==> config.mk <==
export PLATFORM = sky130hd
export DESIGN_NAME = mmu_top
export DESIGN_NICKNAME = d
export VERILOG_FILES = /design/src/verilog/mmu_cfg_pkg.sv /design/src/verilog/pte_pkg.sv /design/src/verilog/dtlb.sv /design/src/verilog/ptw_fsm.sv /design/src/verilog/pte_addr_gen.sv /design/src/verilog/access_check.sv /design/src/verilog/mmu_top.sv
export SDC_FILE = /design/constraint.sdc
export NUM_CORES = 1
export LEC_CHECK = 0
export ABC_AREA = 1
export BUFFER_PORTS_ARGS = -buffer_cell sky130_fd_sc_hd__buf_2
export CELL_PAD_IN_SITES_DETAIL_PLACEMENT = 1
export CELL_PAD_IN_SITES_GLOBAL_PLACEMENT = 2
export CORE_UTILIZATION = 36
export DETAILED_ROUTE_END_ITERATION = 8
export PLACE_DENSITY_LB_ADDON = 0.05
export SETUP_SLACK_MARGIN = 0.5
export SYNTH_ARGS = -nofsm -noshare
export SYNTH_HDL_FRONTEND = slang
export SYNTH_SLANG_ARGS = --single-unit
==> constraint.sdc <==
create_clock -name clk_i -period 3.5 [get_ports clk_i]
set_input_delay 0.175 -clock clk_i [delete_from_list [all_inputs] [get_ports clk_i]]
set_output_delay 0.175 -clock clk_i [all_outputs]
set_load 0.1 [all_outputs]
==> src/verilog/mmu_cfg_pkg.sv <==
// ####################
// MMU configuration package
// Sv32 address geometry, page table depth and TLB sizing
// ####################
`default_nettype none

package mmu_cfg_pkg;

  localparam int vaddr_w       = 32;
  localparam int paddr_w       = 34;
  localparam int page_offset_w = 12;
  localparam int vpn_slice_w   = 10;
  localparam int levels        = 2;
  localparam int vpn_w         = levels * vpn_slice_w;
  localparam int ppn_w         = paddr_w - page_offset_w;
  localparam int tlb_entries   = 8;

  typedef logic [vaddr_w-1:0]             vaddr_t;
  typedef logic [paddr_w-1:0]             paddr_t;
  typedef logic [vpn_w-1:0]               vpn_t;
  typedef logic [vpn_slice_w-1:0]         vpn_slice_t;
  typedef logic [ppn_w-1:0]               ppn_t;
  typedef logic [$clog2(tlb_entries)-1:0] tlb_idx_t;

endpackage

`default_nettype wire

==> src/verilog/pte_pkg.sv <==
// ####################
// Page table entry package
// Sv32 PTE bit layout, privilege mode and the
// cached TLB entry format
// ####################
`default_nettype none

package pte_pkg;

  typedef logic [31:0] pte_t;

  // Sv32 PTE flag positions
  localparam int pte_v = 0;
  localparam int pte_r = 1;
  localparam int pte_w = 2;
  localparam int pte_x = 3;
  localparam int pte_u = 4;
  localparam int pte_a = 6;
  localparam int pte_d = 7;

  localparam int ppn_lsb   = 10;
  localparam int pte_bytes = 4;

  typedef enum logic {
    priv_user       = 1'b0,
    priv_supervisor = 1'b1
  } priv_e;

  // TLB entry is {ppn, r, w, u, d}
  localparam int te_d       = 0;
  localparam int te_u       = 1;
  localparam int te_w       = 2;
  localparam int te_r       = 3;
  localparam int te_ppn_lsb = 4;

  localparam int tlb_entry_w = mmu_cfg_pkg::ppn_w + te_ppn_lsb;

  typedef logic [tlb_entry_w-1:0] tlb_entry_t;

endpackage

`default_nettype wire

==> src/verilog/dtlb.sv <==
// ####################
// Data TLB
// Fully associative, combinational lookup, round-robin
// refill and a flush that drops every entry
// ####################
`default_nettype none

module dtlb (
  input  logic                clk_i,
  input  logic                reset_i,
  input  logic                flush_i,
  input  logic                lookup_v_i,
  input  mmu_cfg_pkg::vpn_t   vpn_i,
  output logic                hit_o,
  input  logic                fill_v_i,
  input  pte_pkg::tlb_entry_t fill_entry_i,
  output logic                entry_v_o,
  output pte_pkg::tlb_entry_t entry_o
);

  localparam int n = mmu_cfg_pkg::tlb_entries;

  logic [n-1:0]          valid_r;
  mmu_cfg_pkg::vpn_t     tag_r  [n];
  pte_pkg::tlb_entry_t   data_r [n];
  mmu_cfg_pkg::tlb_idx_t victim_r;

  logic [n-1:0]        match;
  pte_pkg::tlb_entry_t hit_entry;

  always_comb begin
    for (int i = 0; i < n; i++) begin
      match[i] = valid_r[i] && (tag_r[i] == vpn_i);
    end
  end

  // Match vector is one-hot, so an OR reduction selects the entry
  always_comb begin
    hit_entry = '0;
    for (int i = 0; i < n; i++) begin
      if (match[i]) begin
        hit_entry = hit_entry | data_r[i];
      end
    end
  end

  assign hit_o = lookup_v_i & (|match);

  // Written entry goes straight out during a fill
  assign entry_v_o = hit_o | fill_v_i;
  assign entry_o   = fill_v_i ? fill_entry_i : hit_entry;

  always_ff @(posedge clk_i) begin
    if (reset_i || flush_i) begin
      valid_r <= '0;
    end else if (fill_v_i) begin
      valid_r[victim_r] <= 1'b1;
    end
  end

  always_ff @(posedge clk_i) begin
    if (reset_i) begin
      victim_r <= '0;
    end else if (fill_v_i) begin
      victim_r <= victim_r + 1'b1;
    end
  end

  always_ff @(posedge clk_i) begin
    if (fill_v_i) begin
      tag_r[victim_r]  <= vpn_i;
      data_r[victim_r] <= fill_entry_i;
    end
  end

  // Walker only fills after a miss, so a page is never cached twice
  assert property (@(posedge clk_i) disable iff (reset_i)
    lookup_v_i |-> $onehot0(match));

endmodule

`default_nettype wire

==> src/verilog/ptw_fsm.sv <==
// ####################
// Page table walker FSM
// Latches one request, looks it up in the TLB, walks
// the Sv32 table on a miss and decides page faults
// ####################
`default_nettype none

module ptw_fsm (
  input  logic                clk_i,
  input  logic                reset_i,
  input  logic                req_v_i,
  input  mmu_cfg_pkg::vaddr_t req_vaddr_i,
  input  logic                req_store_i,
  input  logic                translation_en_i,
  output logic                req_ready_o,
  output mmu_cfg_pkg::vaddr_t vaddr_o,
  output mmu_cfg_pkg::vpn_t   vpn_o,
  output logic                store_o,
  output logic                bypass_o,
  output logic                lookup_v_o,
  input  logic                hit_i,
  output logic                walk_start_o,
  output logic                level_step_o,
  input  logic                last_level_i,
  output logic                mem_req_v_o,
  input  logic                mem_resp_v_i,
  input  pte_pkg::pte_t       mem_data_i,
  output logic                fill_v_o,
  output pte_pkg::tlb_entry_t fill_entry_o,
  output logic                walk_fault_o
);

  typedef enum logic [2:0] {
    st_idle,
    st_lookup,
    st_walk_req,
    st_walk_wait,
    st_done
  } state_e;

  state_e              state_r;
  state_e              state_n;
  mmu_cfg_pkg::vaddr_t vaddr_r;
  logic                store_r;

  logic              pte_valid, pte_read, pte_write, pte_exec;
  logic              pte_user, pte_acc, pte_dirty;
  logic              pte_leaf, pte_bad, super_misaligned, leaf_fault;
  logic              resp_seen;
  mmu_cfg_pkg::ppn_t pte_ppn;
  mmu_cfg_pkg::ppn_t fill_ppn;

  assign pte_valid = mem_data_i[pte_pkg::pte_v];
  assign pte_read  = mem_data_i[pte_pkg::pte_r];
  assign pte_write = mem_data_i[pte_pkg::pte_w];
  assign pte_exec  = mem_data_i[pte_pkg::pte_x];
  assign pte_user  = mem_data_i[pte_pkg::pte_u];
  assign pte_acc   = mem_data_i[pte_pkg::pte_a];
  assign pte_dirty = mem_data_i[pte_pkg::pte_d];
  assign pte_ppn   = mem_data_i[$bits(pte_pkg::pte_t)-1:pte_pkg::ppn_lsb];

  // Not present, or the reserved W without R encoding
  assign pte_bad  = ~pte_valid | (pte_write & ~pte_read);
  assign pte_leaf = pte_read | pte_exec;

  // Upper level leaf is a 4 MiB superpage, PPN[0] must be zero
  assign super_misaligned = ~last_level_i & (pte_ppn[mmu_cfg_pkg::vpn_slice_w-1:0] != '0);
  assign leaf_fault       = ~pte_acc | super_misaligned;

  // Superpage is cached as the 4 KiB page that was touched
  assign fill_ppn = last_level_i ? pte_ppn :
    {pte_ppn[mmu_cfg_pkg::ppn_w-1:mmu_cfg_pkg::vpn_slice_w],
     vpn_o[mmu_cfg_pkg::vpn_slice_w-1:0]};

  assign resp_seen = (state_r == st_walk_wait) & mem_resp_v_i;

  assign req_ready_o = (state_r == st_idle);
  assign vaddr_o     = vaddr_r;
  assign vpn_o       = vaddr_r[mmu_cfg_pkg::vaddr_w-1:mmu_cfg_pkg::page_offset_w];
  assign store_o     = store_r;

  assign lookup_v_o   = (state_r == st_lookup) & translation_en_i;
  assign bypass_o     = (state_r == st_lookup) & ~translation_en_i;
  assign walk_start_o = lookup_v_o & ~hit_i;
  assign mem_req_v_o  = (state_r == st_walk_req);

  assign walk_fault_o = resp_seen & (pte_bad | (pte_leaf ? leaf_fault : last_level_i));
  assign level_step_o = resp_seen & ~pte_bad & ~pte_leaf & ~last_level_i;
  assign fill_v_o     = resp_seen & ~pte_bad & pte_leaf & ~leaf_fault;

  always_comb begin
    fill_entry_o = '0;
    fill_entry_o[pte_pkg::te_ppn_lsb +: mmu_cfg_pkg::ppn_w] = fill_ppn;
    fill_entry_o[pte_pkg::te_r] = pte_read;
    fill_entry_o[pte_pkg::te_w] = pte_write;
    fill_entry_o[pte_pkg::te_u] = pte_user;
    fill_entry_o[pte_pkg::te_d] = pte_dirty;
  end

  // Hit or bypass answers from lookup, the response shows in done
  always_comb begin
    state_n = state_r;
    case (state_r)
      st_idle: begin
        if (req_v_i) begin
          state_n = st_lookup;
        end
      end
      st_lookup: begin
        state_n = walk_start_o ? st_walk_req : st_done;
      end
      st_walk_req: begin
        state_n = st_walk_wait;
      end
      st_walk_wait: begin
        if (level_step_o) begin
          state_n = st_walk_req;
        end else if (resp_seen) begin
          state_n = st_done;
        end
      end
      st_done: begin
        state_n = st_idle;
      end
      default: begin
        state_n = st_idle;
      end
    endcase
  end

  always_ff @(posedge clk_i) begin
    if (reset_i) begin
      state_r <= st_idle;
    end else begin
      state_r <= state_n;
    end
  end

  always_ff @(posedge clk_i) begin
    if (req_ready_o && req_v_i) begin
      vaddr_r <= req_vaddr_i;
      store_r <= req_store_i;
    end
  end

  // Memory answers only the read that the walker is waiting on
  assert property (@(posedge clk_i) disable iff (reset_i)
    mem_resp_v_i |-> state_r == st_walk_wait);

endmodule

`default_nettype wire

==> src/verilog/pte_addr_gen.sv <==
// ####################
// PTE address generator
// Walk level counter and table base, forms the
// address of the next page table entry to read
// ####################
`default_nettype none

module pte_addr_gen (
  input  logic                  clk_i,
  input  logic                  reset_i,
  input  logic                  walk_start_i,
  input  logic                  level_step_i,
  input  mmu_cfg_pkg::ppn_t     satp_ppn_i,
  input  mmu_cfg_pkg::vpn_t     vpn_i,
  input  mmu_cfg_pkg::ppn_t     next_ppn_i,
  output mmu_cfg_pkg::paddr_t   mem_addr_o,
  output logic                  last_level_o
);

  localparam int lvl_w = $clog2(mmu_cfg_pkg::levels);

  logic [lvl_w-1:0]        level_r;
  mmu_cfg_pkg::ppn_t       base_r;
  mmu_cfg_pkg::vpn_slice_t slice;

  always_ff @(posedge clk_i) begin
    if (reset_i) begin
      level_r <= lvl_w'(mmu_cfg_pkg::levels - 1);
    end else if (walk_start_i) begin
      level_r <= lvl_w'(mmu_cfg_pkg::levels - 1);
    end else if (level_step_i) begin
      level_r <= level_r - 1'b1;
    end
  end

  always_ff @(posedge clk_i) begin
    if (walk_start_i) begin
      base_r <= satp_ppn_i;
    end else if (level_step_i) begin
      base_r <= next_ppn_i;
    end
  end

  assign slice = vpn_i[level_r*mmu_cfg_pkg::vpn_slice_w +: mmu_cfg_pkg::vpn_slice_w];

  assign last_level_o = (level_r == '0);
  assign mem_addr_o   = {base_r, {mmu_cfg_pkg::page_offset_w{1'b0}}}
                      + mmu_cfg_pkg::paddr_t'(slice) * mmu_cfg_pkg::paddr_t'(pte_pkg::pte_bytes);

  // Walker treats a pointer at the leaf level as a fault
  assert property (@(posedge clk_i) disable iff (reset_i)
    level_step_i |-> level_r != '0);

endmodule

`default_nettype wire

==> src/verilog/access_check.sv <==
// ####################
// Access checker
// U/S and SUM privilege rules, store W/D and load R
// checks, registered translation response
// ####################
`default_nettype none

module access_check (
  input  logic                clk_i,
  input  logic                reset_i,
  input  logic                entry_v_i,
  input  pte_pkg::tlb_entry_t entry_i,
  input  logic                walk_fault_i,
  input  logic                bypass_i,
  input  mmu_cfg_pkg::vaddr_t vaddr_i,
  input  logic                store_i,
  input  pte_pkg::priv_e      priv_i,
  input  logic                sum_i,
  output logic                resp_v_o,
  output mmu_cfg_pkg::paddr_t resp_paddr_o,
  output logic                resp_fault_o
);

  mmu_cfg_pkg::ppn_t   entry_ppn;
  logic                priv_fault, write_fault, read_fault;
  logic                fault;
  logic                resp_v_n;
  mmu_cfg_pkg::paddr_t paddr_n;
  logic                resp_v_r;
  mmu_cfg_pkg::paddr_t paddr_r;
  logic                fault_r;

  assign entry_ppn = entry_i[pte_pkg::te_ppn_lsb +: mmu_cfg_pkg::ppn_w];

  // Supervisor reaches user pages only with SUM
  assign priv_fault  = (priv_i == pte_pkg::priv_user) ? ~entry_i[pte_pkg::te_u] :
                                                        (entry_i[pte_pkg::te_u] & ~sum_i);
  assign write_fault = store_i & ~(entry_i[pte_pkg::te_w] & entry_i[pte_pkg::te_d]);
  assign read_fault  = ~store_i & ~entry_i[pte_pkg::te_r];

  assign fault    = walk_fault_i | (entry_v_i & (priv_fault | write_fault | read_fault));
  assign resp_v_n = entry_v_i | walk_fault_i | bypass_i;

  always_comb begin
    if (bypass_i) begin
      paddr_n = mmu_cfg_pkg::paddr_t'(vaddr_i);
    end else if (fault) begin
      paddr_n = '0;
    end else begin
      paddr_n = {entry_ppn, vaddr_i[mmu_cfg_pkg::page_offset_w-1:0]};
    end
  end

  always_ff @(posedge clk_i) begin
    if (reset_i) begin
      resp_v_r <= 1'b0;
    end else begin
      resp_v_r <= resp_v_n;
    end
  end

  always_ff @(posedge clk_i) begin
    if (resp_v_n) begin
      paddr_r <= paddr_n;
      fault_r <= fault;
    end
  end

  assign resp_v_o     = resp_v_r;
  assign resp_paddr_o = paddr_r;
  assign resp_fault_o = fault_r;

  // Hit, fill, walk fault and bypass each end a different request
  assert property (@(posedge clk_i) disable iff (reset_i)
    $onehot0({entry_v_i, walk_fault_i, bypass_i}));

endmodule

`default_nettype wire

==> src/verilog/mmu_top.sv <==
// ####################
// Data MMU top
// Sv32 translation unit with TLB, page table walker
// and permission checks, one request at a time
// ####################
`default_nettype none

module mmu_top (
  input  logic                clk_i,
  input  logic                reset_i,
  input  logic                req_v_i,
  input  mmu_cfg_pkg::vaddr_t req_vaddr_i,
  input  logic                req_store_i,
  output logic                req_ready_o,
  input  logic                translation_en_i,
  input  pte_pkg::priv_e      priv_i,
  input  logic                sum_i,
  input  mmu_cfg_pkg::ppn_t   satp_ppn_i,
  input  logic                flush_i,
  output logic                resp_v_o,
  output mmu_cfg_pkg::paddr_t resp_paddr_o,
  output logic                resp_fault_o,
  output logic                mem_req_v_o,
  output mmu_cfg_pkg::paddr_t mem_addr_o,
  input  logic                mem_resp_v_i,
  input  pte_pkg::pte_t       mem_data_i
);

  mmu_cfg_pkg::vaddr_t vaddr;
  mmu_cfg_pkg::vpn_t   vpn;
  logic                store, bypass, lookup_v, hit;
  logic                walk_start, level_step, last_level;
  logic                fill_v, walk_fault, entry_v;
  pte_pkg::tlb_entry_t fill_entry;
  pte_pkg::tlb_entry_t entry;

  ptw_fsm u_ptw_fsm (
    .clk_i            (clk_i),
    .reset_i          (reset_i),
    .req_v_i          (req_v_i),
    .req_vaddr_i      (req_vaddr_i),
    .req_store_i      (req_store_i),
    .translation_en_i (translation_en_i),
    .req_ready_o      (req_ready_o),
    .vaddr_o          (vaddr),
    .vpn_o            (vpn),
    .store_o          (store),
    .bypass_o         (bypass),
    .lookup_v_o       (lookup_v),
    .hit_i            (hit),
    .walk_start_o     (walk_start),
    .level_step_o     (level_step),
    .last_level_i     (last_level),
    .mem_req_v_o      (mem_req_v_o),
    .mem_resp_v_i     (mem_resp_v_i),
    .mem_data_i       (mem_data_i),
    .fill_v_o         (fill_v),
    .fill_entry_o     (fill_entry),
    .walk_fault_o     (walk_fault)
  );

  pte_addr_gen u_pte_addr_gen (
    .clk_i        (clk_i),
    .reset_i      (reset_i),
    .walk_start_i (walk_start),
    .level_step_i (level_step),
    .satp_ppn_i   (satp_ppn_i),
    .vpn_i        (vpn),
    .next_ppn_i   (mem_data_i[$bits(pte_pkg::pte_t)-1:pte_pkg::ppn_lsb]),
    .mem_addr_o   (mem_addr_o),
    .last_level_o (last_level)
  );

  dtlb u_dtlb (
    .clk_i        (clk_i),
    .reset_i      (reset_i),
    .flush_i      (flush_i),
    .lookup_v_i   (lookup_v),
    .vpn_i        (vpn),
    .hit_o        (hit),
    .fill_v_i     (fill_v),
    .fill_entry_i (fill_entry),
    .entry_v_o    (entry_v),
    .entry_o      (entry)
  );

  access_check u_access_check (
    .clk_i        (clk_i),
    .reset_i      (reset_i),
    .entry_v_i    (entry_v),
    .entry_i      (entry),
    .walk_fault_i (walk_fault),
    .bypass_i     (bypass),
    .vaddr_i      (vaddr),
    .store_i      (store),
    .priv_i       (priv_i),
    .sum_i        (sum_i),
    .resp_v_o     (resp_v_o),
    .resp_paddr_o (resp_paddr_o),
    .resp_fault_o (resp_fault_o)
  );

endmodule

`default_nettype wire

# After elaboration in Yosys (flattened, before gate mapping)
# Memory sizes are Yosys's and may differ from the RTL's.
# Index checks and enable logic that the tools add are counted.
[word_totals] ram_bits=368 mem_count=2 in_bits=95 out_inout_bits=72 word_cells=126 ff_bits=106
[op_classes] shift=1 add_sub_neg=3 bitwise=50 reduce_logical=18 n_lt_le_gt_ge=2 n_mux=25 mul=1 n_eq_ne=13
[memory_table] memory="u_dtlb.data_r" depth=8 width=26 rd=8 rd_ports_with_merged_regs=0 write_ports=1 line="dtlb.sv:25" source="pte_pkg::tlb_entry_t data_r [n];"
[memory_table] memory="u_dtlb.tag_r" depth=8 width=20 rd=8 rd_ports_with_merged_regs=0 write_ports=1 line="dtlb.sv:24" source="mmu_cfg_pkg::vpn_t tag_r [n];"
[ops] cell="two-way mux 26 bit" count=9
[ops] cell="bitwise OR 26 bit" count=7
[ops] cell="equality test 20 bit" count=8
[ops] cell="two-way mux 32 bit" count=2
[ops] cell="two-way mux 22 bit" count=2
[ops] cell="adder 34 x 12 -> 34 bit" count=1
[ops] cell="indexed part select 20 x 6 -> 10 bit" count=1
[ops] cell="AND 1 bit" count=18
[ops] cell="inverter 1 bit" count=14
[ops] cell="two-way mux 3 bit" count=4
[ops] cell="one-hot mux 3 bit (4 select lines)" count=1
[ops] cell="logical AND 1 bit" count=10
[ops] cell="two-way mux 10 bit" count=1
[ops] cell="bitwise OR 1 bit" count=10
[ops] cell="nonzero test 10 bit" count=1
[ops] cell="bitwise OR 8 bit" count=1
[ops] cell="OR reduction 8 bit" count=1
[ops] cell="equality test 3 x 2 -> 1 bit (second input constant)" count=2
[ops] cell="two-way mux 1 bit" count=5
[ops] cell="less-than comparator 3 x 4 -> 1 bit (second input constant)" count=1
[ops] cell="multiplier 1 x 3 -> 4 bit (second input constant)" count=1
[ops] cell="OR reduction 2 bit" count=2
[ops] cell="adder 3 x 1 -> 3 bit (second input constant)" count=1
[ops] cell="demux 1 bit (select 3 bit)" count=1
[ops] cell="9 further kinds" count=9

# Depth between registers and ports, before layout
# An unclocked memory read counts as a cell.
[logic_depth] ltp_word=28 depth_mapped=21

# Cells and area by module
# From an unflattened synthesis, not the netlist that was laid out.
[unflattened] hier_cells=2083 hier_area_um2=21500.6
[by_module_without_submodules] mod="dtlb" seq_area_each_um2=11270.8 cells_each=1659 instances=1 area_per_inst_um2=17030.1
[by_module_without_submodules] mod="ptw_fsm" seq_area_each_um2=1051.0 cells_each=138 instances=1 area_per_inst_um2=1715.4
[by_module_without_submodules] mod="access_check" seq_area_each_um2=1071.0 cells_each=150 instances=1 area_per_inst_um2=1616.6
[by_module_without_submodules] mod="pte_addr_gen" seq_area_each_um2=680.7 cells_each=136 instances=1 area_per_inst_um2=1138.6

# Least setup slack after synthesis
# Ideal clock, no wire load.
[synth_timing] path_kind="reg2reg" startpoint="reg u_ptw_fsm.state_r[1]" endpoint="mem u_dtlb.data_r[0][0] in the netlist's numbering, enable pin" period_less_slack_ns=3.656 setup_slack_ns=-0.156 n_path_buf=1 required_ns=3.049 arrival_time_ns=3.205 setup_time_ns=0.451 stages_incl_launch_ff=10 cell_sequence="dfxtp_1 -> nand3_1 -> nor2_1 -> inv_1 -> nor2_1 -> nand3_1 -> clkbuf_1 -> nor2_1 -> inv_1 -> nor2_1"
[synth_via] elab_chain_cells=7
[synth_rtl] item="from (decl)" line="ptw_fsm.sv:41" source="state_e state_r;"
[synth_rtl] item="from (signal assigned)" line="ptw_fsm.sv:133" source="state_r <= st_idle;"
[synth_rtl] item="from (signal assigned)" line="ptw_fsm.sv:135" source="state_r <= state_n;"
[synth_rtl] item="equality test 3 x 2 -> 1 bit" line="ptw_fsm.sv:75" source="assign resp_seen = (state_r == st_walk_wait) & mem_resp_v_i;"
[synth_rtl] item="AND 1 bit" line="ptw_fsm.sv:75"
[synth_rtl] item="AND 1 bit (3 in series)" line="ptw_fsm.sv:89" source="assign fill_v_o = resp_seen & ~pte_bad & pte_leaf & ~leaf_fault;"
[synth_rtl] item="two-way mux 1 bit" line="dtlb.sv:70" source="if (fill_v_i) begin"
[synth_rtl] item="two-way mux 1 bit (not written as such)" line="dtlb.sv:72" source="data_r[victim_r] <= fill_entry_i;"
[synth_rtl] item="to (decl)" line="dtlb.sv:25"
# No other way between the ends.

# Final worst setup path
[layout_timing] startpoint="reg u_ptw_fsm.state_r[0]" endpoint="mem u_dtlb.data_r[1][25] in the netlist's numbering, enable pin"
# Same word-level chain as after synthesis.

==> impl_summary.txt <==
----------------------------------------------------
[Clocking]
  Number of buffers created by CTS ... 53
  Sinks on the clock net ... roughly 470
  Clock Tree Buf Depth ... 3
  Root cell of the clock tree ... sky130_fd_sc_hd__clkbuf_16
  CTS tree ... done
  Latest clock arrival within the worst-skew pair ... 0.60 ns
  Maximum level of the CTS H-tree ... 2
  Reg clk slew, reported paths ... 0.06 ns

[Place]
  DP HPWL ... 43400 µm
  IO buf count ... 161
  Post-Place Cells ... 2588
  Final estimated routing congestion in global placement ... roughly 0.8
  Worst setup timing slack at the placement stage ... ~0.080 ns

[Routing]
  Count of antenna-violating nets left after detailed routing ... 0
  Remaining design rule violation count ... 0
  Total vias in the final route ... 14300
  Average wire length per cell after detail routing ... 24.4 µm
  Starting DRC count in detailed routing ... 1223
  Total wire length after detailed routing ... 68500 µm
  Total iterations of the first detailed-routing run ... 5
  Vias per cell ... 5.09

[STA]
  Fin. max-slew vios ... 0
  Setup repair after global routing missed its margin ... no
  Tightest slew margin relative to the limit ... 0.213
  Final Hold Slack ... roughly 0.068 ns
  Final min period ... 2.86 ns
  Final worst clock skew ... 0.0162 ns
  Final worst slack ... 0.642 ns
  Share of the clock period used by the worst path after layout ... 0.817
  Worst slew pin tran ... 1.18 ns
  Hold Violations, Final ... 0
  Fmax achieved ... 350 MHz
  Setup Viol. Count Final ... 0

[Synthesis]
  Ys Warns ... 0
  Synthesized instance count ... 1713
  Fraction of synthesis flops using an asynchronous set or reset pin ... 0
  Part of the Yosys area used for sequential elements ... 0.706
  Fraction of synthesized cell area taken by the top area cell type ... 0.689
  Area leader, netlist ... sky130_fd_sc_hd__edfxtp_1
  Main flop type after synthesis ... sky130_fd_sc_hd__edfxtp_1
  Number of synthesized register bits ... 474
  Leading cell type by number of instances after synthesis ... sky130_fd_sc_hd__nand2_1
  Number of flops mapped to enable cells by yosys ... 458
  Number of distinct library cell variants in the gate-level netlist after synthesis ... 40
  Cell Area, Synth ... approximately 0.020 mm²
  Top cells by count, synth ... 509 x sky130_fd_sc_hd__nand2_1, 458 x sky130_fd_sc_hd__edfxtp_1, 142 x sky130_fd_sc_hd__inv_1
  Average footprint of a synthesized cell ... between 10 and 15 µm²
  Synth top area cells ... sky130_fd_sc_hd__edfxtp_1 69%, sky130_fd_sc_hd__nand2_1 9.6%, sky130_fd_sc_hd__inv_1 2.7%, sky130_fd_sc_hd__nor2_1 2.4%, sky130_fd_sc_hd__o21ai_0 1.7%

[Global route]
  First-pass GRT wire length ... approximately 100000 µm
  Global Route Usage Sum ... 0.243
  Maximum number of pins on one net before global-route repair ... 44
  Vias in the first global route ... 14600
  Grt ovf ... 0
  Initial antenna violation count ... 1

[Worst setup path]
  CP endpoint kind ... register
  Maximum single-stage delay on the critical path ... 0.99 ns
  WP data required ... 3.71 ns
  Largest fanout on the critical path ... 13
  Slowest-stage cell, CP ... sky130_fd_sc_hd__nor2_2
  Data arrival time of the critical path ... 3.06 ns
  Element type at the critical path start ... register
  Crit Reg-Reg Endpoint ... u_dtlb.data_r[1][25]
  Critical path, cell by cell ... nand3_1 > nor2_1 > buf_4 > inv_1 > nor2_2 > nand3_2 > nor2_1 > inv_1 > nor2_2
  Reg2Reg Launch Point ... u_ptw_fsm.state_r[0]
  Register-to-Register Path Depth ... 9
  Worst setup path category ... register to register
  Setup slack of the most critical reg-to-reg path ... 0.64 ns

[Worst hold path]
  Critical hold path startpoint ... mem_data_i[12]
  Min-Delay Endpoint ... u_pte_addr_gen.base_r[2]
  Class of the tightest hold or removal check ... input pin to register
  Cell depth of the worst hold path ... 4

[Floorplan]
  Core Rows ... 85
  Horizontal die dimension ... 237 µm
  Starting Density ... 0.368
  Area of the die ... 0.0564 mm²
  Floorplan core area ... 0.0542 mm²
  Die H ... 237 µm
  Top-level I/O count ... 167

[Job]
  Reported max-cap violation count ... 0

[Layout]
  Utilization after layout ... 0.464
  Filler cell count ... roughly 5800
  Layout area overhead ... 26.1%
  Post-layout instance count excluding filler cells ... 2805
  Net count of the finished layout ... 2163
  Share of layout cells above drive strength 1 ... 0.228
  Number of inserted diodes ... 0

[Power and ir drop]
  Largest voltage drop on the vdd net ... roughly 0.00034 V
  Power density over the cells ... roughly 520 mW/mm²
  Final Total Pwr ... 0.0132 W
  Reported leakage power ... roughly 10 nW

[Outcome]
  Outcome ... finished clean

----------------------------------------------------
cells in the final DEF, fill, tap and decap left out, types with 9 or more instances in the layout:
cell type	synthesis	layout
sky130_fd_sc_hd__o21ai_1	10	17
sky130_fd_sc_hd__clkinv_1	1	15
sky130_fd_sc_hd__nor2_4	0	20
sky130_fd_sc_hd__buf_4	16	82
sky130_fd_sc_hd__edfxtp_1	458	458
sky130_fd_sc_hd__o22a_1	10	10
sky130_fd_sc_hd__a21oi_1	49	49
sky130_fd_sc_hd__nor2_1	130	100
sky130_fd_sc_hd__clkbuf_16	0	55
sky130_fd_sc_hd__inv_2	19	15
sky130_fd_sc_hd__nand2_1	509	501
sky130_fd_sc_hd__nand3b_1	9	9
sky130_fd_sc_hd__clkbuf_1	13	14
sky130_fd_sc_hd__nor2_2	21	38
sky130_fd_sc_hd__buf_2	21	161
sky130_fd_sc_hd__a22oi_1	26	26
sky130_fd_sc_hd__inv_1	142	139
sky130_fd_sc_hd__nand4_1	30	30
sky130_fd_sc_hd__o21ai_0	67	60
sky130_fd_sc_hd__dfxtp_1	16	14
sky130_fd_sc_hd__buf_12	0	18
sky130_fd_sc_hd__dlygate4sd3_1	0	79
sky130_fd_sc_hd__xnor2_1	17	17
sky130_fd_sc_hd__nand3_1	64	56
sky130_fd_sc_hd__xor2_1	16	16
sky130_fd_sc_hd__mux2_4	14	14
stage by stage:
step           setup TNS [ns]  cell area [µm²]
2_1_floorplan          -50.36            20000
3_3_place_gp                0            22100
3_5_place_dp                0            22100
4_1_cts                     0            24800
5_1_grt                     0            25200
6_report                    0            25200
cell families (layout without fill, tap and decap cells):
logic type               after synthesis  count (layout)  share of synthesized area
AO/OA/AOI/OAI                        181             181                     0.0542
XOR/XNOR                              33              33                     0.0145
adder cells (fa/ha/maj)                1               1                   0.000627
buffers and inverters                223             609                     0.0497
flip-flops                           474             474                      0.706
multiplexers                          15              15                     0.0111
other                                  1               2                   0.000188
AND/OR/NAND/NOR                      785             794                      0.164
registers in the layout (all words and copies together), names as in the netlist:
name,cells
u_access_check.resp_fault_o,1
u_ptw_fsm.store_o,1
u_dtlb.valid_r,8
u_dtlb.tag_r,160
u_pte_addr_gen.base_r,22
u_dtlb.victim_r,3
u_access_check.resp_v_o,1
u_access_check.resp_paddr_o,34
u_dtlb.data_r,208
u_ptw_fsm.vaddr_o,32
u_pte_addr_gen.level_r,1
u_ptw_fsm.state_r,3
layout make-up:
type                            instances  area [µm²]  area share
Timing Repair Buffer                  350        2700       0.107
Clock buffer                           72        1470      0.0584
Sequential cell                       474       14100       0.560
Tap cell                              696         871      0.0346
Multi-Input combinational cell       1026        5250       0.209
Inverter                              162         631      0.0251
Clock inverter                         25         161     0.00642
critical path, delay by kind of cell (launching register included):
family / cells / cell delay [ns]
buffers and inverters: 3 / 0.45
DFF: 1 / 0.36
and+or+nand+nor: 6 / 1.64
where the power goes:
part / switching [W] / internal [W]
clock network: 0.00228 / 0.00307
logic: 0.00103 / 0.000365
registers: 0.0000430 / 0.00636
timing repair:
| item | in CTS | in global routing |
|---|---|---|
| resized for setup | 16 | 73 |
| cloned | 7 | 2 |
| hold buffers | 79 | 0 |
| endpoints found under the hold margin | 187 | 0 |
| pin swaps | 7 | 11 |
| buffers inserted | 20 | 12 |
| endpoints found under the setup margin | 248 | 183 |
how the worst max path moves through the flow:
stage                                startpoint                         endpoint  slack [ns]  cells past startpoint
final                      u_ptw_fsm.state_r[0]             u_dtlb.data_r[1][25]        0.64                      9
after global placement           mem_data_i[10]              u_dtlb.tag_r[5][14]        0.12                      9
after global routing      u_ptw_fsm.vaddr_o[28]  u_access_check.resp_paddr_o[18]        0.45                     16
after CTS                  u_ptw_fsm.state_r[1]              u_dtlb.tag_r[0][12]        0.36                     10
after floorplan            u_ptw_fsm.state_r[1]              u_dtlb.data_r[0][0]       -0.16                      9
after detailed placement         mem_data_i[13]              u_dtlb.tag_r[5][14]        0.08                      9
per-layer routing:
metal	vias to the layer above	part of all wire	GRT usage	wire length, µm
met1	7214	0.47	0.349	32000
met2	419	0.45	0.374	30600
met4	0	0.019	0.0645	1310
li1	6558	-	-	-
met3	81	0.066	0.0504	4520
met5	-	0	0	0
Power figures use the tool's default switching activity.
